## src/dma_pkg.sv

```systemverilog
/* Widths, register map, address map and transfer structs shared by the 2D copy DMA.
   Every RTL module pulls these in with a wildcard import in its header. */
package dma_pkg;

  // Widths
  localparam int unsigned ADDR_W    = 32;
  localparam int unsigned DATA_W    = 32;
  localparam int unsigned LEN_W     = 16;
  localparam int unsigned REG_IDX_W = 4;

  // Global request queue
  localparam int unsigned QUEUE_DEPTH = 4;
  localparam int unsigned QUEUE_PTR_W = $clog2(QUEUE_DEPTH);
  localparam int unsigned QUEUE_CNT_W = $clog2(QUEUE_DEPTH + 1);

  // Address map, everything outside the TCDM window is external
  localparam logic [ADDR_W-1:0] TCDM_BASE  = 32'h1C00_0000;
  localparam logic [ADDR_W-1:0] TCDM_SIZE  = 32'h0001_0000;
  localparam logic [ADDR_W-1:0] WORD_BYTES = ADDR_W'(DATA_W / 8);

  // ------------------------------
  // Register map, one word each
  // ------------------------------
  localparam logic [REG_IDX_W-1:0] REG_SRC        = 4'd0;
  localparam logic [REG_IDX_W-1:0] REG_DST        = 4'd1;
  localparam logic [REG_IDX_W-1:0] REG_LEN        = 4'd2;
  localparam logic [REG_IDX_W-1:0] REG_SRC_STRIDE = 4'd3;
  localparam logic [REG_IDX_W-1:0] REG_DST_STRIDE = 4'd4;
  localparam logic [REG_IDX_W-1:0] REG_REPS       = 4'd5;
  localparam logic [REG_IDX_W-1:0] REG_CONF       = 4'd6;
  localparam logic [REG_IDX_W-1:0] REG_NEXT_ID    = 4'd7;
  localparam logic [REG_IDX_W-1:0] REG_DONE_ID    = 4'd8;
  localparam logic [REG_IDX_W-1:0] REG_STATUS     = 4'd9;

  // ------------------------------
  // Transfer structs
  // ------------------------------
  typedef struct packed {
    logic                 valid;
    logic                 write;
    logic [REG_IDX_W-1:0] index;
    logic [DATA_W-1:0]    wdata;
  } reg_req_t;

  typedef struct packed {
    logic              valid;
    logic [DATA_W-1:0] rdata;
  } reg_rsp_t;

  typedef struct packed {
    logic [ADDR_W-1:0] src;
    logic [ADDR_W-1:0] dst;
    logic [LEN_W-1:0]  len;
  } burst_req_t;

  typedef struct packed {
    burst_req_t        burst;
    logic [ADDR_W-1:0] src_stride;
    logic [ADDR_W-1:0] dst_stride;
    logic [DATA_W-1:0] reps;
    logic              is_2d;
  } nd_req_t;

  // One read and one write per cycle
  typedef struct packed {
    logic              rd_valid;
    logic [ADDR_W-1:0] rd_addr;
    logic              wr_valid;
    logic [ADDR_W-1:0] wr_addr;
    logic [DATA_W-1:0] wr_data;
  } mem_req_t;

endpackage

```

## src/dma_reg_frontend.sv

```systemverilog
/* Register file of the DMA. Builds a transfer descriptor from the written registers,
   launches it on a read of the launch register and counts finished transfers. */
`timescale 1ns/1ns

module dma_reg_frontend import dma_pkg::*; (
  input  logic     clk_i,
  input  logic     arst_n_i,
  input  reg_req_t reg_req_i,
  output reg_rsp_t reg_rsp_o,
  output nd_req_t  nd_req_o,
  output logic     nd_valid_o,
  input  logic     nd_ready_i,
  input  logic     trans_done_i,
  input  logic     busy_i
);

  logic [DATA_W-1:0] src_q, dst_q, len_q;
  logic [DATA_W-1:0] src_stride_q, dst_stride_q, reps_q, conf_q;
  logic [DATA_W-1:0] next_id_q, done_id_q;
  logic [DATA_W-1:0] rdata_d;
  logic              wr_en, rd_en;

  assign wr_en = reg_req_i.valid && reg_req_i.write;
  assign rd_en = reg_req_i.valid && !reg_req_i.write;

  // Launch is a read of the next ID register
  assign nd_valid_o = rd_en && (reg_req_i.index == REG_NEXT_ID);

  assign nd_req_o.burst.src  = src_q;
  assign nd_req_o.burst.dst  = dst_q;
  assign nd_req_o.burst.len  = len_q[LEN_W-1:0];
  assign nd_req_o.src_stride = src_stride_q;
  assign nd_req_o.dst_stride = dst_stride_q;
  assign nd_req_o.reps       = reps_q;
  assign nd_req_o.is_2d      = conf_q[0];

  // ------------------------------
  // Descriptor registers
  // ------------------------------
  always_ff @(posedge clk_i or negedge arst_n_i) begin
    if (!arst_n_i) begin
      src_q        <= '0;
      dst_q        <= '0;
      len_q        <= '0;
      src_stride_q <= '0;
      dst_stride_q <= '0;
      reps_q       <= '0;
      conf_q       <= '0;
    end else if (wr_en) begin
      case (reg_req_i.index)
        REG_SRC:        src_q        <= reg_req_i.wdata;
        REG_DST:        dst_q        <= reg_req_i.wdata;
        REG_LEN:        len_q        <= reg_req_i.wdata;
        REG_SRC_STRIDE: src_stride_q <= reg_req_i.wdata;
        REG_DST_STRIDE: dst_stride_q <= reg_req_i.wdata;
        REG_REPS:       reps_q       <= reg_req_i.wdata;
        REG_CONF:       conf_q       <= reg_req_i.wdata;
        default:        ;
      endcase
    end
  end

  // Read mux, a refused launch answers 0
  always_comb begin
    case (reg_req_i.index)
      REG_SRC:        rdata_d = src_q;
      REG_DST:        rdata_d = dst_q;
      REG_LEN:        rdata_d = len_q;
      REG_SRC_STRIDE: rdata_d = src_stride_q;
      REG_DST_STRIDE: rdata_d = dst_stride_q;
      REG_REPS:       rdata_d = reps_q;
      REG_CONF:       rdata_d = conf_q;
      REG_NEXT_ID:    rdata_d = nd_ready_i ? next_id_q + DATA_W'(1) : '0;
      REG_DONE_ID:    rdata_d = done_id_q;
      REG_STATUS:     rdata_d = {{(DATA_W-1){1'b0}}, busy_i};
      default:        rdata_d = '0;
    endcase
  end

  // ------------------------------
  // ID counters and response
  // ------------------------------
  always_ff @(posedge clk_i or negedge arst_n_i) begin
    if (!arst_n_i) begin
      next_id_q <= '0;
      done_id_q <= '0;
      reg_rsp_o <= '0;
    end else begin
      if (nd_valid_o && nd_ready_i) begin
        next_id_q <= next_id_q + DATA_W'(1);
      end
      if (trans_done_i) begin
        done_id_q <= done_id_q + DATA_W'(1);
      end
      reg_rsp_o.valid <= rd_en;
      reg_rsp_o.rdata <= rd_en ? rdata_d : '0;
    end
  end

endmodule

```

## src/dma_req_queue.sv

```systemverilog
/* Global request queue between the register frontend and the 2D midend.
   Circular buffer with valid/ready on both sides, no fall-through. */
`timescale 1ns/1ns

module dma_req_queue import dma_pkg::*; (
  input  logic    clk_i,
  input  logic    arst_n_i,
  input  nd_req_t in_req_i,
  input  logic    in_valid_i,
  output logic    in_ready_o,
  output nd_req_t out_req_o,
  output logic    out_valid_o,
  input  logic    out_ready_i,
  output logic    not_empty_o
);

  nd_req_t                mem_q [QUEUE_DEPTH];
  logic [QUEUE_PTR_W-1:0] wptr_q, rptr_q;
  logic [QUEUE_CNT_W-1:0] count_q;
  logic                   push, pop;

  assign in_ready_o  = count_q != QUEUE_CNT_W'(QUEUE_DEPTH);
  assign out_valid_o = count_q != '0;
  assign not_empty_o = out_valid_o;
  assign out_req_o   = mem_q[rptr_q];

  assign push = in_valid_i && in_ready_o;
  assign pop  = out_valid_o && out_ready_i;

  // Pointers wrap naturally since the depth is a power of two
  always_ff @(posedge clk_i or negedge arst_n_i) begin
    if (!arst_n_i) begin
      wptr_q  <= '0;
      rptr_q  <= '0;
      count_q <= '0;
    end else begin
      if (push) begin
        wptr_q <= wptr_q + QUEUE_PTR_W'(1);
      end
      if (pop) begin
        rptr_q <= rptr_q + QUEUE_PTR_W'(1);
      end
      if (push && !pop) begin
        count_q <= count_q + QUEUE_CNT_W'(1);
      end else if (pop && !push) begin
        count_q <= count_q - QUEUE_CNT_W'(1);
      end
    end
  end

  always_ff @(posedge clk_i) begin
    if (push) begin
      mem_q[wptr_q] <= in_req_i;
    end
  end

endmodule

```

## src/dma_twod_midend.sv

```systemverilog
/* 2D midend. Takes one descriptor at a time, hands out strided linear bursts to the
   backend and pulses trans_done_o once every burst of the descriptor has finished. */
`timescale 1ns/1ns

module dma_twod_midend import dma_pkg::*; (
  input  logic       clk_i,
  input  logic       arst_n_i,
  input  nd_req_t    nd_req_i,
  input  logic       nd_valid_i,
  output logic       nd_ready_o,
  output burst_req_t burst_o,
  output logic       burst_valid_o,
  input  logic       burst_ready_i,
  input  logic       burst_done_i,
  output logic       trans_done_o,
  output logic       busy_o
);

  logic              active_q;
  logic [DATA_W-1:0] total_q, issued_q, finished_q;
  logic [ADDR_W-1:0] cur_src_q, cur_dst_q;
  logic [ADDR_W-1:0] src_stride_q, dst_stride_q;
  logic [LEN_W-1:0]  len_q;
  logic              accept, issue;

  assign nd_ready_o    = !active_q;
  assign accept        = nd_valid_i && nd_ready_o;
  assign burst_valid_o = active_q && (issued_q != total_q);
  assign issue         = burst_valid_o && burst_ready_i;

  // Also covers reps 0, where nothing is issued at all
  assign trans_done_o = active_q && (finished_q == total_q);
  assign busy_o       = active_q;

  assign burst_o.src = cur_src_q;
  assign burst_o.dst = cur_dst_q;
  assign burst_o.len = len_q;

  // ------------------------------
  // Burst bookkeeping
  // ------------------------------
  always_ff @(posedge clk_i or negedge arst_n_i) begin
    if (!arst_n_i) begin
      active_q   <= 1'b0;
      total_q    <= '0;
      issued_q   <= '0;
      finished_q <= '0;
    end else if (accept) begin
      active_q   <= 1'b1;
      total_q    <= nd_req_i.is_2d ? nd_req_i.reps : DATA_W'(1);
      issued_q   <= '0;
      finished_q <= '0;
    end else begin
      if (trans_done_o) begin
        active_q <= 1'b0;
      end
      if (issue) begin
        issued_q <= issued_q + DATA_W'(1);
      end
      if (burst_done_i) begin
        finished_q <= finished_q + DATA_W'(1);
      end
    end
  end

  // Current addresses step by the strides after every issued burst
  always_ff @(posedge clk_i) begin
    if (accept) begin
      cur_src_q    <= nd_req_i.burst.src;
      cur_dst_q    <= nd_req_i.burst.dst;
      len_q        <= nd_req_i.burst.len;
      src_stride_q <= nd_req_i.src_stride;
      dst_stride_q <= nd_req_i.dst_stride;
    end else if (issue) begin
      cur_src_q <= cur_src_q + src_stride_q;
      cur_dst_q <= cur_dst_q + dst_stride_q;
    end
  end

endmodule

```

## src/dma_copy_backend.sv

```systemverilog
/* Copy backend. Reads a linear burst word by word and writes each word one cycle later,
   so one read and one write are in flight together. Pulses burst_done_o per burst. */
`timescale 1ns/1ns

module dma_copy_backend import dma_pkg::*; (
  input  logic              clk_i,
  input  logic              arst_n_i,
  input  burst_req_t        burst_i,
  input  logic              burst_valid_i,
  output logic              burst_ready_o,
  output mem_req_t          mem_req_o,
  input  logic [DATA_W-1:0] rd_data_i,
  output logic              burst_done_o,
  output logic              busy_o
);

  logic              busy_q, done_q, wr_valid_q;
  logic [LEN_W-1:0]  rd_left_q;
  logic [ADDR_W-1:0] rd_addr_q, wr_addr_q;
  logic              accept, start, rd_run, rd_valid;

  assign burst_ready_o = !busy_q;
  assign accept        = burst_valid_i && burst_ready_o;

  // Zero-length bursts are accepted but never touch memory
  assign start    = accept && (burst_i.len != '0);
  assign rd_run   = busy_q && (rd_left_q != '0);
  assign rd_valid = start || rd_run;

  // First read goes out in the acceptance cycle
  assign mem_req_o.rd_valid = rd_valid;
  assign mem_req_o.rd_addr  = start ? burst_i.src : rd_addr_q;

  // Read data returns one cycle later and is written straight away
  assign mem_req_o.wr_valid = wr_valid_q;
  assign mem_req_o.wr_addr  = wr_addr_q;
  assign mem_req_o.wr_data  = rd_data_i;

  assign burst_done_o = done_q;
  assign busy_o       = busy_q;

  // ------------------------------
  // Control
  // ------------------------------
  always_ff @(posedge clk_i or negedge arst_n_i) begin
    if (!arst_n_i) begin
      busy_q     <= 1'b0;
      done_q     <= 1'b0;
      wr_valid_q <= 1'b0;
      rd_left_q  <= '0;
    end else begin
      if (accept) begin
        busy_q <= 1'b1;
      end else if (done_q) begin
        busy_q <= 1'b0;
      end
      wr_valid_q <= rd_valid;
      // Last write without a read behind it ends the burst
      done_q <= (accept && (burst_i.len == '0)) || (wr_valid_q && !rd_valid);
      if (start) begin
        rd_left_q <= burst_i.len - LEN_W'(1);
      end else if (rd_run) begin
        rd_left_q <= rd_left_q - LEN_W'(1);
      end
    end
  end

  // Address counters
  always_ff @(posedge clk_i) begin
    if (start) begin
      rd_addr_q <= burst_i.src + WORD_BYTES;
    end else if (rd_run) begin
      rd_addr_q <= rd_addr_q + WORD_BYTES;
    end
    if (start) begin
      wr_addr_q <= burst_i.dst;
    end else if (wr_valid_q) begin
      wr_addr_q <= wr_addr_q + WORD_BYTES;
    end
  end

endmodule

```

## src/dma_addr_decoder.sv

```systemverilog
/* Address decoder between the backend and the two memory ports. Reads and writes are
   routed on their own address, so one copy may read TCDM and write external memory. */
`timescale 1ns/1ns

module dma_addr_decoder import dma_pkg::*; (
  input  logic              clk_i,
  input  logic              arst_n_i,
  input  mem_req_t          mem_req_i,
  output logic [DATA_W-1:0] rd_data_o,
  output mem_req_t          tcdm_req_o,
  input  logic [DATA_W-1:0] tcdm_rd_data_i,
  output mem_req_t          ext_req_o,
  input  logic [DATA_W-1:0] ext_rd_data_i
);

  logic rd_tcdm, wr_tcdm, rd_tcdm_q;

  function automatic logic in_tcdm(input logic [ADDR_W-1:0] addr);
    return (addr >= TCDM_BASE) && (addr < TCDM_BASE + TCDM_SIZE);
  endfunction

  assign rd_tcdm = in_tcdm(mem_req_i.rd_addr);
  assign wr_tcdm = in_tcdm(mem_req_i.wr_addr);

  // Addresses and data fan out, only the strobes are steered
  always_comb begin
    tcdm_req_o          = mem_req_i;
    tcdm_req_o.rd_valid = mem_req_i.rd_valid && rd_tcdm;
    tcdm_req_o.wr_valid = mem_req_i.wr_valid && wr_tcdm;
    ext_req_o           = mem_req_i;
    ext_req_o.rd_valid  = mem_req_i.rd_valid && !rd_tcdm;
    ext_req_o.wr_valid  = mem_req_i.wr_valid && !wr_tcdm;
  end

  // Remember which port answers next cycle
  always_ff @(posedge clk_i or negedge arst_n_i) begin
    if (!arst_n_i) begin
      rd_tcdm_q <= 1'b0;
    end else if (mem_req_i.rd_valid) begin
      rd_tcdm_q <= rd_tcdm;
    end
  end

  assign rd_data_o = rd_tcdm_q ? tcdm_rd_data_i : ext_rd_data_i;

endmodule

```

## src/dma_top.sv

```systemverilog
/* Top level of the 2D copy DMA. Chains frontend, request queue, midend, backend and
   address decoder, and drives the completion event and the busy flag. */
`timescale 1ns/1ns

module dma_top import dma_pkg::*; (
  input  logic              clk_i,
  input  logic              arst_n_i,
  input  reg_req_t          reg_req_i,
  output reg_rsp_t          reg_rsp_o,
  output mem_req_t          tcdm_req_o,
  input  logic [DATA_W-1:0] tcdm_rd_data_i,
  output mem_req_t          ext_req_o,
  input  logic [DATA_W-1:0] ext_rd_data_i,
  output logic              term_event_o,
  output logic              busy_o
);

  nd_req_t           fe_req, queue_req;
  burst_req_t        burst_req;
  mem_req_t          be_mem_req;
  logic [DATA_W-1:0] be_rd_data;
  logic fe_valid, fe_ready, queue_valid, queue_ready, queue_not_empty;
  logic be_valid, be_ready, burst_done, trans_done;
  logic midend_busy, backend_busy;

  dma_reg_frontend i_reg_frontend (
    .clk_i, .arst_n_i, .reg_req_i, .reg_rsp_o,
    .nd_req_o     ( fe_req     ),
    .nd_valid_o   ( fe_valid   ),
    .nd_ready_i   ( fe_ready   ),
    .trans_done_i ( trans_done ),
    .busy_i       ( busy_o     )
  );

  dma_req_queue i_req_queue (
    .clk_i, .arst_n_i,
    .in_req_i    ( fe_req          ),
    .in_valid_i  ( fe_valid        ),
    .in_ready_o  ( fe_ready        ),
    .out_req_o   ( queue_req       ),
    .out_valid_o ( queue_valid     ),
    .out_ready_i ( queue_ready     ),
    .not_empty_o ( queue_not_empty )
  );

  dma_twod_midend i_twod_midend (
    .clk_i, .arst_n_i,
    .nd_req_i ( queue_req ), .nd_valid_i ( queue_valid ), .nd_ready_o ( queue_ready ),
    .burst_o  ( burst_req ), .burst_valid_o ( be_valid ), .burst_ready_i ( be_ready ),
    .burst_done_i ( burst_done  ),
    .trans_done_o ( trans_done  ),
    .busy_o       ( midend_busy )
  );

  dma_copy_backend i_copy_backend (
    .clk_i, .arst_n_i,
    .burst_i ( burst_req ), .burst_valid_i ( be_valid ), .burst_ready_o ( be_ready ),
    .mem_req_o    ( be_mem_req   ),
    .rd_data_i    ( be_rd_data   ),
    .burst_done_o ( burst_done   ),
    .busy_o       ( backend_busy )
  );

  dma_addr_decoder i_addr_decoder (
    .clk_i, .arst_n_i, .tcdm_req_o, .tcdm_rd_data_i, .ext_req_o, .ext_rd_data_i,
    .mem_req_i ( be_mem_req ),
    .rd_data_o ( be_rd_data )
  );

  // Completion event, one cycle behind the midend
  always_ff @(posedge clk_i or negedge arst_n_i) begin
    if (!arst_n_i) begin
      term_event_o <= 1'b0;
    end else begin
      term_event_o <= trans_done;
    end
  end

  assign busy_o = queue_not_empty | midend_busy | backend_busy;

endmodule

```

## config.mk

```make
export PLATFORM = sky130hd
export DESIGN_NAME = dma_top
export DESIGN_NICKNAME = d
export VERILOG_FILES = /design/src/dma_pkg.sv /design/src/dma_reg_frontend.sv /design/src/dma_req_queue.sv /design/src/dma_twod_midend.sv /design/src/dma_copy_backend.sv /design/src/dma_addr_decoder.sv /design/src/dma_top.sv
export SDC_FILE = /design/constraint.sdc
export NUM_CORES = 2
export LEC_CHECK = 0
export BUFFER_PORTS_ARGS = -buffer_cell sky130_fd_sc_hd__buf_2
export CORE_ASPECT_RATIO = 0.7
export CORE_MARGIN = 4
export CORE_UTILIZATION = 45
export DETAILED_ROUTE_END_ITERATION = 7
export PLACE_DENSITY = 0.68
export SYNTH_ARGS = -nofsm -noshare
export SYNTH_HDL_FRONTEND = slang
export SYNTH_SLANG_ARGS = --single-unit
```

## constraint.sdc

```tcl
create_clock -name clk_i -period 6.25 [get_ports clk_i]
set_input_delay 0.625 -clock clk_i [delete_from_list [all_inputs] [get_ports clk_i]]
set_output_delay 0.625 -clock clk_i [all_outputs]
set_load 0.05 [all_outputs]
```

==> results.cfg <==
[sta]
finalClockSkew_ps = 40.11
rsz0062_at_grt = false
slew_violations = 0
finalCritPeriodShare_pct = 89.88
slew-limit-headroom_pct = 18.67
max_freq_mhz = 178.0
setup_viol_count_final = 0
fin_ws_ps = 632.7
setup_tns_ps = 0
tightest_slew_ps = 1215
period_minus_slack_ps = 5617
hold_viol = 0

[critical_path]
cp.required_ps = 5620
critPathLaunchType = flip-flop
crit_type = flip-flop to primary output
crit_arrival_ps = 4990
worstSetupEndpointType = primary output
crit_path_max_fanout = 46

[clock_network]
cts_setup_buffers = 0
ctsLongestPathBuffers = 3
clk_pin_slew_ps = 60
cts_tree = done
cts-buffers-inserted = 130
hold_buffers = 1
cts_max_level = 4
postCtsResizedCells = 0
clock-sinks = 1362
clk_latency_ps = 760
cts_root_buffer = clkbuf_16

[global_routing]
grt_pass1_wl_microns = 237700
grt_pass1_vias = 34770
grt_usage_pct = 23.01
met1_usage_pct = 35.30
use_met3_pct = 4.613
grt.busiest_layer = met1
grt_max_degree = 152
grt_util_met2_pct = 33.45
grt_overflow = 0
grt_antenna_before_repair = 22

[routing]
drc = 0
viasPerCell = 5.854
via_count = 35900
wl_per_cell_microns = 26.22
dr.pass1.iters = 6
finalWirelength_microns = 160800
drtAntennaViolNets = 0
drt-initial-drc-count = 4249

[pwr]
p_total_mw = 26.86
max-vdd-ir-drop_mv = 0.5380
total_leakage_power_nw = 25.45
power.density_mw_per_mm2 = 400.5

[floorplan]
row_count = 111
start_util_pct = 45.36
chipWidth_microns = 442.3
ioPinCount = 335
die_area_sq_mm = 0.1380
core-area_sq_mm = 0.1310
fp.dieH_microns = 312.0

[synth]
synth_seq_area_share_pct = 65.09
ys_warn_count = 0
synth_seq_cells = 1362
syn_avg_cell_area_sq_um = 14.84
synth_async_sr_flop_share_pct = 32.75
syn_nets = 4185
ys_types = 80
syn_area_sq_mm = 0.05940
ys.flop_type = edfxtp_1
netlist_instances = 4003
synth_edf_count = 916

[outcome]
status = complete, no violations

[placed_design]
pre_cts_ws_ps = 1417
dp_cells = 5888
place_hpwl_microns = 109700
io_buffer_count = 334
place_congestion = 0.9144

[worst_hold_path]
hp-class = input port to flip-flop

[cells_and_area]
nets = 4452
reg_top3 = i_req_queue.mem_q: 708 flops, i_reg_frontend.reg_rsp_o: 33 flops
final_cells = 6133
largest_reg_flops = 708
syn_to_final_growth_pct = 12.90
regMostFlops = i_req_queue.mem_q
fillCellCount = 10750
layout-drive-gt1-share_pct = 24.95

[run]
maxCapViolations = 0
area by class of cell:
class / count / area [sq um] / area share [%]
clock inverter: 71 / 753.2 / 1.123
multi-input combinational: 2328 / 19250 / 28.71
clock buffer: 164 / 3652 / 5.446
timing repair buffer: 398 / 2327 / 3.470
inverter: 50 / 195.2 / 0.2910
sequential: 1362 / 38670 / 57.66
antenna: 9 / 22.52 / 0.03358
tap: 1751 / 2191 / 3.267
power by group:
| group | leakage (nW) | internal [mW] | switching [mW] | total (mW) |
|---|---|---|---|---|
| sequential | 14.2 | 11.0 | 1.39 | 12.4 |
| combinational | 9.13 | 1.92 | 4.33 | 6.25 |
| clock | 2.17 | 4.68 | 3.52 | 8.19 |
| total | 25.5 | 17.6 | 9.24 | 26.9 |
final timing paths:
path / end / slack [ps] / start / cells after the start
worst min-delay path: i_reg_frontend.dst_stride_q[4] / 210 / reg_req_i[4] / 2
worst max-delay path: tcdm_req_o[97] / 630 / i_twod_midend.len_q[7] / 11
max in group asynchronous: i_req_queue.rptr_q[0] / 4120 / arst_n_i / 3
min in group asynchronous: i_reg_frontend.reg_rsp_o[7] / 540 / arst_n_i / 2
worst max register to register: i_copy_backend.rd_addr_q[28] / 1460 / i_twod_midend.len_q[7] / 14
worst min register to register: i_reg_frontend.done_id_q[31] / 490 / i_reg_frontend.done_id_q[31] / 1
critical path, stage by stage (launching register included):
cell and delay, ps:
edfxtp_1 460, or4_4 610, nor4_4 390, nand2_2 110
or4_4 460, nand2_4 450, inv_4 340, mux2i_1 290
nand3_1 110, or4_4 560, nor2_1 130, buf_2 280
layer usage:
metal  vias up  part of all wire, %
li1      15600                    -
met1     18580                   45
met2      1494                   44
met3       223                  8.1
met4         6                  2.4
met5         -                0.021
stage by stage:
stage	hold slack, ps	utilization (%)	area, sq um
after floorplan	329.4	-	59400
after global placement	468.7	47.82	62630
after detailed placement	469.7	47.82	62630
after CTS	139.7	51.19	67050
after global routing	188.3	51.20	67050
final	206.1	51.21	67070
cell usage after synthesis, types with 40 or more instances:
cell type / count / area share, %
and3_1: 65 / 0.68
mux4_2: 176 / 6.7
xor2_1: 223 / 3.3
clkbuf_1: 106 / 0.67
edfxtp_1: 916 / 46
o21ai_0: 132 / 1.1
nor3_1: 48 / 0.40
dfrtp_1: 446 / 19
buf_4: 101 / 1.3
mux2_2: 268 / 5.1
nor2_1: 196 / 1.2
nand2_1: 341 / 2.2
a22o_1: 60 / 0.88
nand2b_1: 48 / 0.51
nand4_1: 46 / 0.48
a21oi_1: 82 / 0.69
nand3_1: 74 / 0.62
xnor2_1: 119 / 1.8
a31oi_1: 40 / 0.42
a221oi_1: 62 / 0.91
inv_1: 48 / 0.30
ha_1: 75 / 1.6
buf_1: 50 / 0.32
cell usage in the layout, fill, tap and decap left out, types with 18 or more instances in the layout:
cell type / Yosys / layout
a21o_1: 23 / 23
a21oi_1: 82 / 82
a221oi_1: 62 / 62
a22o_1: 60 / 60
a31oi_1: 40 / 40
and2_1: 18 / 18
and3_1: 65 / 54
and4_1: 20 / 20
buf_2: 3 / 333
buf_4: 101 / 50
clkbuf_16: 0 / 139
clkinv_1: 1 / 18
clkinv_2: 0 / 25
dfrtp_1: 446 / 444
edfxtp_1: 916 / 916
ha_1: 75 / 75
inv_1: 48 / 48
mux2_2: 268 / 268
mux2i_1: 29 / 29
mux4_2: 176 / 176
nand2_1: 341 / 340
nand2b_1: 48 / 47
nand3_1: 74 / 74
nand4_1: 46 / 46
nor2_1: 196 / 194
nor3_1: 48 / 43
nor4_1: 33 / 32
o21ai_0: 132 / 131
xnor2_1: 119 / 119
xor2_1: 223 / 223
cell families after synthesis:
kind of cell / Yosys count / share of synthesized area [%]
DFF: 1362 / 65.09
xor gates and xnor gates: 342 / 5.042
buffers and inverters: 313 / 2.669
muxes: 476 / 12.33
AOI/OAI and AO/OA: 487 / 5.510
and+or+nand+nor: 945 / 7.679
adders and majority gates: 78 / 1.681
Note: power is estimated with default switching activity, not from simulation.
